==> src/design/scroll_pkg.sv <==
`default_nettype none

package scroll_pkg;

    // line and tile geometry
    localparam int line_w  = 512;              // positions written per line
    localparam int buf_aw  = $clog2(line_w);   // line buffer address bits
    localparam int tile_w  = 8;                // pixels in one tile row

    // memory address widths
    localparam int map_aw  = 14;   // page(3) + row(5) + column(6)
    localparam int tile_aw = 17;   // bank + code + row + 0

    // 8 attribute bits on top of 3 colour bits
    localparam int pxl_w   = 11;

    // CPU register select
    typedef enum logic [1:0] {
        sel_pages = 2'd0,
        sel_hscr  = 2'd1,
        sel_vscr  = 2'd2
    } reg_sel_e;

    // fetcher FSM
    typedef enum logic [1:0] {
        st_idle  = 2'd0,   // line done, waiting for line_start
        st_map   = 2'd1,   // map entry read
        st_tile  = 2'd2,   // tile row read
        st_shift = 2'd3    // one pixel per clock into the line buffer
    } fetch_st_e;

    // scroll settings as seen by the fetcher
    typedef struct packed {
        logic [15:0] pages;   // four 3-bit page numbers, one per nibble
        logic [8:0]  hscr;
        logic [7:0]  vscr;
    } scroll_cfg_t;

    // map word after decode
    typedef struct packed {
        logic        bank;
        logic [7:0]  attr;    // palette bits, go out with each pixel
        logic [11:0] code;
    } map_entry_t;

    typedef struct packed {
        logic              we;
        logic [buf_aw-1:0] addr;
        logic [pxl_w-1:0]  data;
    } buf_wr_t;

endpackage

`default_nettype wire

==> src/design/tile_fetch.sv <==
`timescale 1ns/1ps
`default_nettype none

module tile_fetch import scroll_pkg::*; (
    input  wire logic               clk,
    input  wire logic               rst,
    input  wire scroll_cfg_t        cfg,
    input  wire logic               line_start,
    input  wire logic [8:0]         vrender,
    output logic [map_aw-1:0]       map_addr,
    input  wire logic [15:0]        map_data,
    input  wire logic               map_ok,
    output logic [tile_aw-1:0]      tile_addr,
    input  wire logic [31:0]        tile_data,
    input  wire logic               tile_ok,
    output buf_wr_t                 buf_wr
);

    fetch_st_e  st;
    logic       issued;                  // address for this state is out
    logic [8:0] vline;                   // line being fetched
    logic [buf_aw-1:0] wpos;             // line buffer write position

    map_entry_t entry_d;                 // straight from the map bus
    map_entry_t entry;                   // held for tile read and pixels
    logic [7:0] plane2, plane1, plane0;  // msb is the next pixel

    logic [9:0] hsum;                    // scrolled horizontal position
    logic [8:0] vsum;                    // scrolled vertical position
    logic       hov, vov;
    logic [2:0] page;
    logic [2:0] hfine;                   // column inside the tile
    logic       tile_end;

    // scrolled position
    assign hsum  = {1'b0, wpos} + {1'b0, cfg.hscr};
    assign vsum  = vline + {1'b0, cfg.vscr};
    assign hov   = hsum[9];
    assign vov   = vsum[8];
    assign hfine = hsum[2:0];

    // last column of the tile row
    assign tile_end = hfine == 3'(tile_w - 1);

    // quadrant picks the page
    always_comb begin
        case ({vov, hov})
            2'b10:   page = cfg.pages[14:12];   // upper left
            2'b11:   page = cfg.pages[10:8];    // upper right
            2'b00:   page = cfg.pages[6:4];     // lower left
            default: page = cfg.pages[2:0];     // lower right
        endcase
    end

    // map word fields
    assign entry_d = '{
        bank: map_data[13],
        attr: map_data[12:5],
        code: map_data[11:0]
    };

    // one write per clock while shifting
    assign buf_wr = '{
        we:   st == st_shift,
        addr: wpos,
        data: {entry.attr, plane2[7], plane1[7], plane0[7]}
    };

    // control FSM
    always_ff @(posedge clk or posedge rst) begin
        if (rst) begin
            st        <= st_idle;
            issued    <= 1'b0;
            vline     <= '0;
            wpos      <= '0;
            map_addr  <= '0;
            tile_addr <= '0;
        end else if (line_start) begin
            // new line restarts from position 0
            st     <= st_map;
            issued <= 1'b0;
            vline  <= vrender;
            wpos   <= '0;
        end else begin
            case (st)
                st_map: begin
                    if (!issued) begin
                        map_addr <= {page, vsum[7:3], hsum[8:3]};
                        issued   <= 1'b1;
                    end else if (map_ok) begin
                        issued <= 1'b0;
                        st     <= st_tile;
                    end
                end
                st_tile: begin
                    if (!issued) begin
                        tile_addr <= {entry.bank, entry.code, vsum[2:0], 1'b0};
                        issued    <= 1'b1;
                    end else if (tile_ok) begin
                        issued <= 1'b0;
                        st     <= st_shift;
                    end
                end
                st_shift: begin
                    wpos <= wpos + 1'b1;
                    if (&wpos) begin
                        st <= st_idle;       // 511 written, line complete
                    end else if (tile_end) begin
                        st <= st_map;        // next tile
                    end
                end
                default: ;  // idle until line_start
            endcase
        end
    end

    // map entry capture
    always_ff @(posedge clk) begin
        if (st == st_map && issued && map_ok) begin
            entry <= entry_d;
        end
    end

    // plane shifters
    // the load drops the columns left of the scroll position,
    // which only matters for the first tile of a line
    always_ff @(posedge clk) begin
        if (st == st_tile && issued && tile_ok) begin
            plane2 <= tile_data[23:16] << hfine;
            plane1 <= tile_data[15:8]  << hfine;
            plane0 <= tile_data[7:0]   << hfine;
        end else if (st == st_shift) begin
            plane2 <= plane2 << 1;
            plane1 <= plane1 << 1;
            plane0 <= plane0 << 1;
        end
    end

endmodule

`default_nettype wire

==> config.mk <==
export PLATFORM = sky130hd
export DESIGN_NAME = tile_fetch
export DESIGN_NICKNAME = d
export VERILOG_FILES = /design/src/design/scroll_pkg.sv /design/src/design/tile_fetch.sv
export SDC_FILE = /design/constraint.sdc
export NUM_CORES = 1
export LEC_CHECK = 0
export CAP_MARGIN = 20
export CELL_PAD_IN_SITES_DETAIL_PLACEMENT = 1
export CELL_PAD_IN_SITES_GLOBAL_PLACEMENT = 1
export CORE_MARGIN = 2
export CORE_UTILIZATION = 30
export DETAILED_ROUTE_END_ITERATION = 8
export DONT_BUFFER_PORTS = 1
export HOLD_SLACK_MARGIN = 0.1
export PLACE_DENSITY_LB_ADDON = 0.1
export SLEW_MARGIN = 15
export SYNTH_ARGS = -nofsm -noshare
export SYNTH_HDL_FRONTEND = slang
export SYNTH_SLANG_ARGS = --single-unit
==> constraint.sdc <==
create_clock -name clk -period 2.9 [get_ports clk]
set_input_delay 0.58 -clock clk [delete_from_list [all_inputs] [get_ports clk]]
set_output_delay 0.58 -clock clk [all_outputs]
set_load 0.05 [all_outputs]
; ---- Word level (Yosys, flattened, before mapping)
; Cells that the tools add are included.
[totals]
in_bits = 95
output_inout_bits = 52
ff_bits = 96
[op_classes]
bitwise = 2
eq_ne = 11
mux = 23
n_addsub = 3
n_shift = 3
n_reduce_logical = 13
[ops]
columns = cell, n
row1 = $mux 8, 6
row2 = $shl 8x3->8, 3
row3 = $mux 9, 2
row4 = $mux 2, 7
row5 = $ne 3x3->1 const B, 4
row6 = $add 9x9->10, 1
row7 = $add 9x1->9 const B, 1
row8 = $add 9x8->9, 1
row9 = $pmux 3 s3, 1
row10 = $reduce_and 9->1, 1
row11 = $eq 2x2->1 const B, 4
row12 = $pmux 2 s3, 1
row13 = $reduce_and 3->1, 2
row14 = $reduce_and 6->1, 1
row15 = $mux 1, 5
row16 = $logic_and 1x1->1, 4
row17 = $ne 4x2->1 const B, 1
row18 = $reduce_bool 2->1, 2
row19 = $reduce_bool 4->1, 1
row20 = $eq 3x3->1 const B, 1
row21 = $reduce_bool 3->1, 1
row22 = $eq 2x1->1 const B, 1
row23 = $logic_not 2->1, 1
row24 = $not 1->1, 2
row25 = $pmux 1 s2, 1

; ---- Longest topological paths before layout
[logic_depth]
ltp_word = 6
depth_mapped = 8
mapped_depth_nobuf = 8

; ---- Least setup slack after synthesis
; Ideal clock, no wire load.
[synth_path]
kind = reg-to-reg
startpoint = register wpos[0]
endpoint = register plane2[6] (data pin)
synth_period_minus_slack_ns = 2.666
t_arrival_ns = 2.398
t_required_ns = 2.632
setup_slack_ns = 0.234
stages_incl_launch_ff = 8
n_path_buf = 2
setup_ns = 0.268
path_cell_list = dfrtp_1 -> ha_1 -> fa_1 -> clkbuf_1 -> clkbuf_1 -> mux4_2 -> mux2i_1 -> o21ai_0
[synth_between]
elab_chain_cells = 3
[synth_rtl]
columns = item, line
row1 = start: declaration, tile_fetch.sv:22  ; logic [buf_aw-1:0] wpos;
row2 = start signal: assignment, tile_fetch.sv:105  ; wpos <= wpos + 1'b1;
row3 = $add 9x9->10, tile_fetch.sv:36  ; assign hsum = {1'b0, wpos} + {1'b0, cfg.hscr};
row4 = $shl 8x3->8, tile_fetch.sv:129  ; plane2 <= tile_data[23:16] << hfine;
row5 = $mux 8, tile_fetch.sv:128  ; if (st == st_tile && issued && tile_ok) begin
row6 = end signal: assignment, tile_fetch.sv:129
row7 = end signal: assignment, tile_fetch.sv:133  ; plane2 <= plane2 << 1;
row8 = end: declaration, tile_fetch.sv:26  ; logic [7:0] plane2, plane1, plane0;
; No other way between the ends.
; A chain may end at the register's enable or synchronous reset.

; ---- Final worst setup path
[layout_path]
startpoint = register vline[0]
endpoint = register map_addr[11]
[layout_between]
elab_chain_cells = 3
word_cells_on_any_way = 5
cone_classes = add/sub (1) / eq/ne (2) / mux (1) / reduce/logical (1)
[layout_rtl]
columns = item, line
row1 = start: declaration, tile_fetch.sv:21  ; logic [8:0] vline;
row2 = start signal: assignment, tile_fetch.sv:82  ; vline <= vrender;
row3 = $add 9x8->9 *, tile_fetch.sv:37  ; assign vsum = vline + {1'b0, cfg.vscr};
row4 = $eq 2x2->1 or $logic_not 2->1 (tied branches), tile_fetch.sv:47  ; case ({vov, hov})
row5 = $pmux 3 s3 *, tile_fetch.sv:47
row6 = end signal: assignment, tile_fetch.sv:88  ; map_addr <= {page, vsum[7:3], hsum[8:3]};
row7 = end: declaration, tile_fetch.sv:10  ; output logic [map_aw-1:0] map_addr,
; Mark *: on every way between the ends. The rest lies on a longest branch, timed or not.

==> reports/results.txt <==
Status = finished, final reports clean
Total CTS buffers = 9
Post-Synth XOR/XNOR Area = 0.0318
Latest clock arrival within the worst-skew pair = 0.35 ns
Antenna Cells = 0
Crit-path max FO = 7
WL per Instance = 18.8 µm
Max-capacitance violation count = 0
Met3 wire length = 884 µm
Die X = 132 µm
Die area = 17400 µm²
Pwr dens = 978 nW/µm²
Placer Congestion = 0.748
Worst path required time = 3.13 ns
Largest net degree at the start of global routing = 41
Die Y = 132 µm
TritonCTS clock tree = built
Slowest-stage cell, CP = a211oi_1
Design Power = 5.38 mW
Met2 WL = 5.90 mm
Worst vdd ir = 0.462 mV
Unique masters post-synth = 51
Reg clk slew, reported paths = 0.07 ns
Util after Layout = 0.345
Worst Tran Pin Value = 0.824 ns
Worst Path Buf+Inv = 0
Simple-gate share of the synthesized area = 0.102
Final Cell Area = 5500 µm²
Setup Total Neg Slack = 0 ns
Worst setup EP type = flop
Largest family of logic cells by synthesized area = compound AO/OA/AOI/OAI gates
Area Overhead vs Synth = 11.7%
Primary FF master, synth = dfrtp_1
Share of layout cells above drive strength 1 = 0.156
Post-synthesis register bit count = 89
Worst path cell trace = ha_1 > fa_1 > a211oi_1 > o211a_1 > o211ai_4 > and2_1 > a22oi_1 > nand3_1
FFs w/ async S/R, synth = 0.573
Starting Density = 0.309
Post-CTS Setup Bufs = 0
Total number of H-tree levels = 3
Num rows = 46
FMAX = 402 MHz
Switching fraction of total power = 0.451
Clock skew = 0.0119 ns
Clock buffer depth = 2
# IOs = 147
Mapped Cells = 435
Syn Std Cell Area = 4920 µm²
DRT Pass-1 Iters = 4
Placed Area = 5200 µm²
Critical path's top delay family = compound AO/OA/AOI/OAI gates
Vias per cell = 5.10
EDFF count, synth = 38
Net count after synthesis = 554
Synth warn = 0
Minimum clock period = 2.49 ns
Initial antenna violation count = 0
Post-route ant nets = 0
Fin. max-slew vios = 0
CTS Hold Bufs = 0
Compound-gate portion of the synthesized area = 0.143
Core area = 15900 µm²
Leakage power = 2.28 nW
Int Pwr = 2.95 mW
Sw power = 2.42 mW
Tightest Hold Check Type = in -> async
Max incr delay on CP = 0.47 ns
First-pass GRT wire length = 20.3 mm
Root Buffer = clkbuf_16
Drc violations = 0
Comb pwr share = 0.279
Period utilization = 0.858
Fill cells = 1768
Setup violators final = 0
Avg Cell Area, Syn = 11.3 µm²
DRT met1 WL = 5.45 mm
Slew headroom = 0.449
Mux cell area share after synthesis = 0.126
Unrepaired setup endpoints after global routing = false
NumNets Final = 555
Register area share after synthesis = 0.491
Clock power frac = 0.218
Setup crit start kind = flop
Vias = 3348
GRT Util Overall = 0.147
Post_cts resized = 0
PortBufs = 0
Post-synthesis adder-cell area fraction = 0.0641
Routed WL = 12.3 mm
Initial drt markers = 114
GR Overflow Total = 0
Sink Count = 89
Final hold vios = 0
Post-DP HPWL = 9.18 mm
Reg power frac = 0.503
Critical path arrival = 2.72 ns
Crit path kind = reg -> reg
Vias in the first global route = 3728
DR top layer = met4
metal layers:
layer  GRT usage  vias up
li1            -     1601
met1       0.182     1658
met2       0.243       82
met3      0.0596        7
met4      0.0308        0
met5           0        -
power groups by stage:
stage                     registers [mW]  clock network, mW  logic (mW)
after detailed placement            2.75                  0        1.52
after CTS                           2.72               1.22        1.53
after floorplan                     2.60                  0        1.25
after global routing                2.76               1.27        1.69
final                               2.71               1.17        1.50
after global placement              2.74                  0        1.49
worst register-to-register path: cells and delay by family, from the launching register on:
kind	cells	cell delay [ns]
AOI/OAI and AO/OA	4	1.06
adders and majority gates	2	0.64
DFF	1	0.38
and+or+nand+nor	2	0.29
cell usage after synthesis, types with 4 or more instances:
cell      count  area [µm²]
a21o_1        6        45.0
buf_2         6        30.0
nor3b_1       4        30.0
a22o_1        7        61.3
a211oi_1     14         105
xor2_1        8        70.1
nor3_1        4        20.0
nand2_1      41         154
clkbuf_1     10        37.5
nand3_1       7        35.0
and3_1        6        37.5
mux2_2       24         270
nor2b_1       7        43.8
buf_4        13        97.6
inv_1         8        30.0
edfxtp_1     38        1140
and2_1        6        37.5
nor2_1       23        86.3
ha_1         22         275
a21oi_1      18        90.1
mux2i_1      28         280
o21ai_0      31         155
xnor2_1       8        70.1
dfrtp_1      51        1280
sequential cells by signal, summed over array words and instances, names as in the netlist:
signal,flops
tile_addr,16
map_addr,14
vline,9
wpos,9
buf_wr,8
plane0,8
plane1,8
plane2,8
entry,6
st,2
issued,1
cell usage in the layout (no fill, tap or decap), types with 14 or more instances in the layout:
cell type / instances
ha_1: 22
buf_4: 19
edfxtp_1: 38
o21ai_0: 31
mux2i_1: 28
mux2_2: 24
a211oi_1: 14
nand2_1: 41
nor2_1: 23
a21oi_1: 18
dfrtp_1: 51
per-stage QoR:
stage / cells / hold slack, ns / setup WS [ns]
2_1_floorplan: 435 / 0.454 / 0.234
3_3_place_gp: 641 / 0.456 / 0.263
3_5_place_dp: 641 / 0.465 / 0.224
4_1_cts: 657 / 0.204 / 0.435
5_1_grt: 657 / 0.223 / 0.205
6_report: 657 / 0.189 / 0.413
worst paths after layout:
check	start	end	slack, ns	cells past startpoint
worst max-delay path	vline[0]	map_addr[11]	0.41	8
worst min-delay path	rst	tile_addr[15]	0.19	1
worst max register to register	vline[0]	map_addr[11]	0.41	8
worst min register to register	entry[1]	tile_addr[5]	0.48	1
max in group asynchronous	rst	vline[7]	2.13	2
min in group clk	line_start	wpos[5]	0.30	1
kinds of logic (layout without fill, tap and decap cells):
logic type                 after synthesis  count (layout)
xor gates and xnor gates                17              17
and+or+nand+nor                        107             107
other                                    1               1
muxes                                   55              55
AOI/OAI and AO/OA                      103             103
adders and majority gates               24              24
DFF                                     89              89
buffers and inverters                   39              45
cell type report:
type	count	area, µm²	share of cell area
inverters	8	30.0	0.00546
well taps	216	270	0.0492
clock buffers	9	225	0.0410
flip-flops and latches	89	2420	0.440
multi-input cells	307	2300	0.419
repair buffers	21	183	0.0332
clock inverters	7	70.1	0.0127
No activity file was read; power rests on OpenSTA's default activity.
