==> src/design/scroll_pkg.sv <==
`default_nettype none

package scroll_pkg;

    // line and tile geometry
    localparam int line_w  = 512;              // positions written per line
    localparam int buf_aw  = $clog2(line_w);   // line buffer address bits
    localparam int tile_w  = 8;                // pixels in one tile row

    // memory address widths
    localparam int map_aw  = 14;   // page(3) + row(5) + column(6)
    localparam int tile_aw = 17;   // bank + code + row + 0

    // 8 attribute bits on top of 3 colour bits
    localparam int pxl_w   = 11;

    // CPU register select
    typedef enum logic [1:0] {
        sel_pages = 2'd0,
        sel_hscr  = 2'd1,
        sel_vscr  = 2'd2
    } reg_sel_e;

    // fetcher FSM
    typedef enum logic [1:0] {
        st_idle  = 2'd0,   // line done, waiting for line_start
        st_map   = 2'd1,   // map entry read
        st_tile  = 2'd2,   // tile row read
        st_shift = 2'd3    // one pixel per clock into the line buffer
    } fetch_st_e;

    // scroll settings as seen by the fetcher
    typedef struct packed {
        logic [15:0] pages;   // four 3-bit page numbers, one per nibble
        logic [8:0]  hscr;
        logic [7:0]  vscr;
    } scroll_cfg_t;

    // map word after decode
    typedef struct packed {
        logic        bank;
        logic [7:0]  attr;    // palette bits, go out with each pixel
        logic [11:0] code;
    } map_entry_t;

    typedef struct packed {
        logic              we;
        logic [buf_aw-1:0] addr;
        logic [pxl_w-1:0]  data;
    } buf_wr_t;

endpackage

`default_nettype wire

==> src/design/scroll_regs.sv <==
`timescale 1ns/1ps
`default_nettype none

module scroll_regs import scroll_pkg::*; (
    input  wire logic        clk,
    input  wire logic        rst,
    input  wire logic        reg_we,
    input  wire reg_sel_e    reg_sel,
    input  wire logic [15:0] reg_wdata,
    input  wire logic        lhbl,
    output scroll_cfg_t      cfg,
    output logic             line_start
);

    scroll_cfg_t live;      // what the CPU last wrote
    logic        lhbl_l;    // lhbl one clock late
    logic        hbl_fall;

    // blank begins when lhbl drops
    assign hbl_fall = lhbl_l & ~lhbl;

    // CPU side
    always_ff @(posedge clk or posedge rst) begin
        if (rst) begin
            live <= '0;
        end else if (reg_we) begin
            case (reg_sel)
                sel_pages: live.pages <= reg_wdata;
                sel_hscr:  live.hscr  <= reg_wdata[8:0];
                sel_vscr:  live.vscr  <= reg_wdata[7:0];
                default: ;  // unused select code
            endcase
        end
    end

    // shadow copy taken once per line
    // so the fetcher sees the same scroll for the whole line
    always_ff @(posedge clk or posedge rst) begin
        if (rst) begin
            lhbl_l     <= 1'b0;
            cfg        <= '0;
            line_start <= 1'b0;
        end else begin
            lhbl_l     <= lhbl;
            line_start <= hbl_fall;   // high while the new cfg is already out
            if (hbl_fall) begin
                cfg <= live;
            end
        end
    end

endmodule

`default_nettype wire

==> config.mk <==
export PLATFORM = sky130hd
export DESIGN_NAME = scroll_regs
export DESIGN_NICKNAME = d
export VERILOG_FILES = /design/src/design/scroll_pkg.sv /design/src/design/scroll_regs.sv
export SDC_FILE = /design/constraint.sdc
export NUM_CORES = 1
export LEC_CHECK = 0
export ABC_AREA = 0
export BUFFER_PORTS_ARGS = -buffer_cell sky130_fd_sc_hd__buf_2
export CORE_ASPECT_RATIO = 1.2
export CORE_UTILIZATION = 40
export CTS_CLUSTER_DIAMETER = 50
export DETAILED_ROUTE_END_ITERATION = 8
export HOLD_SLACK_MARGIN = 0.12
export PLACE_DENSITY = 0.65
export SYNTH_ARGS = -nofsm -noshare
export SYNTH_HDL_FRONTEND = slang
export SYNTH_SLANG_ARGS = --single-unit
==> constraint.sdc <==
create_clock -name clk -period 4.47 [get_ports clk]
set_input_delay 0.2235 -clock clk [delete_from_list [all_inputs] [get_ports clk]]
set_output_delay 0.2235 -clock clk [all_outputs]
set_load 0.01 [all_outputs]
======== After elaboration in Yosys (flattened, before gate mapping) ========
Cells that the tools add are included.
storage, ports and cells
  output and inout bits ................... 34
  word-level logic and storage cells ...... 16
  flip-flop bits (word level) ............. 68
  bits of input ports ..................... 22
operators by class
  bitwise logic cells ..................... 2
  equal/unequal tests ..................... 2
  reduce and logical (&&, ||, !) cells .... 4
operator list
  operator            count
  $reduce_and 2->1    3
  $eq 2x1->1 const B  1
  $eq 2x2->1 const B  1
  $logic_not 2->1     1
  $and 1x1->1         1
  $not 1->1           1

======== Longest topological paths before layout ========
Gate-level depths: netlist (run 1).
  word-level depth ........................ 2
  gate-level depth with buffers ........... 4
  mapped depth without buffers ............ 2

======== Worst setup path before layout (run 1) ========
No wires, ideal clock.
  kind .................................... register to register
  start ................................... register lhbl_l
  end ..................................... register cfg[0] in the netlist's numbering
  path buffers ............................ 2
  setup slack ............................. 3.252 ns
  arrival ................................. 1.093 ns
  stages on the path, launching flop included .. 5
  library setup time ...................... 0.125 ns
  cell sequence ........................... dfrtp_1 > nand2b_1 > buf_2 > buf_2 > mux2_2
on the way
  longest elaborated chain between the ends .. 1
ends and longest elaborated chain
  element                   RTL line           text
  start: declaration        scroll_regs.sv:16  logic lhbl_l;
  start signal: assignment  scroll_regs.sv:44  lhbl_l <= lhbl;
  $and 1x1->1               scroll_regs.sv:20  assign hbl_fall = lhbl_l & ~lhbl;
  end signal: assignment    scroll_regs.sv:47  cfg <= live;
  end: declaration          scroll_regs.sv:11  output scroll_cfg_t cfg,
Every way passes these cells.
A chain may end at the register's enable or synchronous reset.

======== Final worst setup path (run 1) ========
  start ................................... input lhbl
  end ..................................... register cfg[12] in the netlist's numbering
on the way
  longest elaborated chain between the ends .. 2
ends and longest elaborated chain
  element             RTL line           text
  start: declaration  scroll_regs.sv:10  input wire logic lhbl,
  $not 1->1           scroll_regs.sv:20
  $and 1x1->1         scroll_regs.sv:20
Every way passes these cells.

==> results of run 1 <==
## per-layer routing
layer / track usage [%] / up-vias / part of all wire, %
li1: - / 648 / -
met1: 19.1 / 717 / 48
met2: 22.1 / 46 / 46
met3: 4.17 / 9 / 4.2
met4: 8.75 / 0 / 2.2
met5: 0 / - / 0
## area by class of cell
class | count | share of cell area (%)
Clock inverter | 6 | 4.22
Clock buffer | 10 | 3.95
Sequential cell | 68 | 52.7
Inverter | 2 | 0.232
Tap cell | 82 | 3.18
Timing Repair Buffer | 65 | 11.5
Multi-Input combinational cell | 70 | 24.3
## worst paths after layout
check	end	slack, ps	cells past startpoint
max in group asynchronous	cfg[18]$_DFFE_PP0P_	3790	3
worst max register to register	cfg[12]$_DFFE_PP0P_	2840	3
worst min register to register	cfg[31]$_DFFE_PP0P_	500	1
worst max-delay path	cfg[12]$_DFFE_PP0P_	2650	5
min in group clk	live[25]$_DFFE_PP0P_	130	2
worst min-delay path	cfg[27]$_DFFE_PP0P_	130	3
## through the flow
stage / instances / util, %
2_1_floorplan: 145 / -
3_3_place_gp: 279 / 47.7
3_5_place_dp: 279 / 47.7
4_1_cts: 303 / 53.4
5_1_grt: 303 / 53.4
6_report: 303 / 53.4
## what timing repair did
action	CTS	global route
hold buffers	8	0
endpoints found under the hold margin	8	0
gates resized for setup	0	0
## worst register-to-register path, delay by kind of cell (launching register included)
family | cells | cell delay, ps
flip-flops | 1 | 360
AND/OR/NAND/NOR | 1 | 350
multiplexers | 1 | 400
buffers and inverters | 1 | 420
## kinds of logic (layout without fill, tap and decap cells)
group         count (synthesis)  after routing  share of synthesized area (%)
flops                        68             68                           67.4
mux                          66             66                           29.4
buf+inv                       7             83                           1.54
simple gates                  4              4                           1.59
## flip-flops by register name (all words and copies together) (netlist names)
signal	flops
line_start	1
live	33
cfg	33
lhbl_l	1
## layout by cell type (no fill, tap or decap)
cell type      instances
buf_4                  2
nor3b_4                1
inv_1                  1
clkinv_4               1
bufinv_16              4
inv_2                  1
dfrtp_1               68
clkbuf_1               1
dlygate4sd3_1          8
clkbuf_8               9
buf_2                 55
clkinvlp_4             1
nand3b_1               2
mux2_2                66
nand2b_1               1
## power by group through the flow
| stage | clock network (mW) | registers [mW] | logic (mW) |
|---|---|---|---|
| 3_5_place_dp | 0 | 0.836 | 0.313 |
| 6_report | 0.659 | 0.823 | 0.313 |
| 3_3_place_gp | 0 | 0.835 | 0.305 |
| 5_1_grt | 0.702 | 0.845 | 0.344 |
| 2_1_floorplan | 0 | 0.866 | 0.150 |
| 4_1_cts | 0.677 | 0.826 | 0.320 |
## synth_stat cells
master,n
nand2b_1,1
inv_1,2
dfrtp_1,68
mux2_2,66
nand3b_1,2
nor3b_4,1
buf_6,1
buf_2,4
==> results.txt, run 1 <==
Top Family by Delay on Critical Path: buffers and inverters
cell taking the most area after synthesis: dfrtp_1
Nets: 238
Crit-path slowest cell: dlygate4sd3_1
Tmin final: 1820 ps
Via density: 4.69
reg2reg start: lhbl_l$_DFF_PP0_
cell count after synthesis: 145
initial detailed-routing violation count: 54
critical path fanouts, max: 25
Net Sw Frac: 24.0%
fin area: 3230 um^2
Seq pwr share: 45.9%
Leakage: 1.50 nW
Total Wirelength: 4380 um
sequential cell area: 1700 um^2
post-synthesis sequential area ratio: 67.4%
WHS: 126 ps
Cell Pwr Density: 556 nW/um^2
Setup-failing EPs final: 0
post-synth top area share: 67.4%
grt ovf: 0
Clock Root Buffer: clkbuf_8
DP Area: 2890 um^2
total clock sinks: 68
total power: 1.79 mW
fin crit share: 40.7%
synth warn: 0
standard-cell row count: 31
Buf/Inv on CP: 3
largest net degree at the start of global routing: 69
Final Hold Viols: 0
worst vdd ir: 0.266 mV
critical path endpoint category: flip-flop
Horiz. Die Dim: 74.5 um
pre-CTS WS: 2780 ps
crit-path cells: dlygate4sd3_1, buf_2, nand2b_1, buf_4, mux2_2
status: completed
Post-CTS Setup Repair Bufs: 0
final setup margin: 2650 ps
Cell Area, Synth: 2520 um^2
CTS tree: done
drc violations: 0
I/O Buffers: 55
Gate power share: 17.4%
Syn Nets: 167
Psw: 0.431 mW
Area growth, synth to finish: 28.0%
Min-Delay Path Class: primary input to asynchronous set/reset pin
Die Ht: 89.0 um
RSZ-0062 raised after global routing: no
worst-case clock buffer depth: 2
total CTS buffers: 9
global-route wire length before repair: 7000 um
CP required: 4700 ps
area occupied by multi-input gates: 783 um^2
Post-Route Skew: 6.52 ps
Final Max Slew Viols: 0
share of layout cells above drive strength 1: 63.3%
# IOs: 56
largest cells by area after synthesis: dfrtp_1 67%, mux2_2 29%, buf_2 0.79%, nor3b_4 0.74%, nand3b_1 0.59%
initial antenna violation count: 0
worst slew pin tran: 855 ps
clock share of power: 36.7%
Slew headroom: 42.9%
Core ar.: 6050 um^2
post-synthesis cell type count: 8
Vias: 1,420
Fmax: 549 MHz
htree depth: 3
setup TNS: 0 ps
critical path class: primary input to flip-flop
#FFs+latches synth: 68
mean area per synthesized cell: 17.4 um^2
startpoint types: primary input
Max stage delay on crit path: 520 ps
Die Area: 6630 um^2
diode count: 0
Internal: 1.36 mW
Clock Latency Late Sink: 340 ps
critical path arrival: 2050 ps
Final GP Congestion: 0.652
Initial Utilization: 41.7%
crit path from: lhbl
number of global-route vias before repair: 1,396
Post-DP HPWL: 2750 um
antenna viol nets, final: 0
MaxCap Viol Count: 0
Routed WL per cell: 14.5 um
Total Routing Usage GR: 14.8%
drt first pass iters: 4
Fill cells: 529
Reg clk slew, reported paths: 80 ps
Power figures use the tool's default switching activity.
==> run 2, diff against run 1 <==
--- a/config.mk
+++ b/config.mk
@@ -12,7 +12,7 @@
 export CTS_CLUSTER_DIAMETER = 50
 export DETAILED_ROUTE_END_ITERATION = 8
 export HOLD_SLACK_MARGIN = 0.12
-export PLACE_DENSITY = 0.65
+export PLACE_DENSITY = 0.67
 export SYNTH_ARGS = -nofsm -noshare
 export SYNTH_HDL_FRONTEND = slang
 export SYNTH_SLANG_ARGS = --single-unit
==> constraint.sdc (replaced) <==
create_clock -name clk -period 1.5 [get_ports clk]
set_input_delay 0.075 -clock clk [delete_from_list [all_inputs] [get_ports clk]]
set_output_delay 0.075 -clock clk [all_outputs]
set_load 0.01 [all_outputs]
==> run 2 against run 1 <==
Net effect:
- global-route usage up 1.7 points
- critical path depth unchanged
- wire length up 7.9%
- clock power up 90%
- non-clock buffer count up 15
- critical path type unchanged
- worst setup slack worse by 2400 ps
- clock skew down 0.67 ps
- flip-flop and latch count unchanged
- clock-buffer cell count up 4
- sequential power rose to 3.0 times the previous value
==> results.txt, run 2 (synthesis gave the netlist of run 1 again) <==
status: completed
grt ovf: 0
sequential cell area: 1700 um^2
Slew headroom: 67.4%
Total Wirelength: 4730 um
Core ar.: 6050 um^2
critical path class: primary input to flip-flop
initial antenna violation count: 0
cts repair resizes: 0
standard-cell row count: 31
Final GP Congestion: 0.696
drt first pass iters: 3
Clock Root Buffer: clkbuf_8
Regs by FF count: cfg: 33 flops, live: 33 flops
Post-CTS Setup Repair Bufs: 0
startpoint types: primary input
critical path endpoint category: flip-flop
worst-case clock buffer depth: 2
htree depth: 3
Final Hold Viols: 0
drc violations: 0
Tmin final: 1210 ps
total CTS buffers: 9
Post-DP HPWL: 3080 um
largest net degree at the start of global routing: 27
Die Area: 6630 um^2
setup TNS: 0 ps
Final Max Slew Viols: 0
Setup-failing EPs final: 0
Post-Route Skew: 5.85 ps
total clock sinks: 68
fin crit share: 80.8%
CP required: 1710 ps
Area growth, synth to finish: 31.6%
antenna viol nets, final: 0
worst vdd ir: 0.759 mV
number of global-route vias before repair: 1,548
Cell Pwr Density: 1410 nW/um^2
I/O Buffers: 55
Initial Utilization: 41.7%
CTS tree: done
most common cell after layout, fill and taps aside: dfrtp_1
cts hold-fix bufs: 18
most frequent cells in the layout: 68 x dfrtp_1, 66 x mux2_2, 55 x buf_2
RSZ-0062 raised after global routing: no
Reg clk slew, reported paths: 60 ps
Leakage: 1.53 nW
Total Routing Usage GR: 16.4%
Vias: 1,515
share of layout cells above drive strength 1: 60.6%
Horiz. Die Dim: 74.5 um
Via density: 4.76
initial detailed-routing violation count: 35
worst slew pin tran: 488 ps
Clock Latency Late Sink: 330 ps
Core Util, Final: 54.9%
global-route wire length before repair: 7730 um
Fill cells: 531
critical path arrival: 1430 ps
Die Ht: 89.0 um
critical path fanouts, max: 12
Routed WL per cell: 14.9 um
# IOs: 56
area occupied by multi-input gates: 786 um^2
diode count: 0
Min-Delay Path Class: primary input to flip-flop
MaxCap Viol Count: 0
Nets: 253
Fmax: 825 MHz
-- run 2: cell types whose count changed in the layout (fill, tap and decap cells not counted) --
cell | before | now
clkinv_4 | 1 | 0
nand2b_2 | 0 | 1
buf_12 | 0 | 4
clkinv_2 | 0 | 2
dlygate4sd3_1 | 8 | 18
buf_4 | 2 | 3
clkbuf_8 | 9 | 10
nand2b_1 | 1 | 0
bufinv_16 | 4 | 0
inv_2 | 1 | 0
clkbuf_1 | 1 | 4
-- run 2: final cells by class --
class | instances | area share [%]
clock inverter | 2 | 0.301
sequential | 68 | 51.2
tap | 82 | 3.09
timing repair buffer | 80 | 16.8
inverter | 2 | 0.339
clock buffer | 14 | 4.60
multi-input combinational | 70 | 23.7
-- run 2: power breakdown --
group	switching [mW]	internal, mW
combinational	0.415	0.570
sequential	0.207	2.26
clock	0.608	0.642
-- run 2: per-layer routing --
metal	GRT usage, %	wire length (um)	part of all wire (%)
met1	20.8	2110	45
met2	25.8	2300	49
met5	0	0	0
met4	9.26	85	1.8
met3	4.06	231	4.9
-- run 2: critical path: stages --
cell	delay [ps]
dlygate4sd3_1	530
buf_2	110
nand2b_2	140
buf_4	220
mux2_2	360
-- run 2: worst paths after layout --
path / from / end / slack, ps / cells past startpoint
worst max-delay path: lhbl / cfg[24]$_DFFE_PP0P_ / 290 / 5
worst min register to register: cfg[31]$_DFFE_PP0P_ / cfg[31]$_DFFE_PP0P_ / 500 / 1
min in group asynchronous: rst / cfg[30]$_DFFE_PP0P_ / 330 / 3
max in group asynchronous: rst / cfg[25]$_DFFE_PP0P_ / 700 / 4
worst max register to register: lhbl_l$_DFF_PP0_ / cfg[24]$_DFFE_PP0P_ / 340 / 3
worst min-delay path: reg_we / live[3]$_DFFE_PP0P_ / 310 / 4
-- run 2: per-stage QoR --
step | cell area [um^2] | hold slack (ps) | setup WS (ps) | power [mW] | instances
floorplan | 2530 | 106 | 282 | 3.03 | 145
global placement | 2980 | 134 | 368 | 3.43 | 284
detailed placement | 2980 | 128 | 343 | 3.47 | 284
CTS | 3320 | 295 | 283 | 4.78 | 318
global route | 3320 | 311 | 260 | 4.98 | 318
finish | 3320 | 314 | 288 | 4.70 | 318
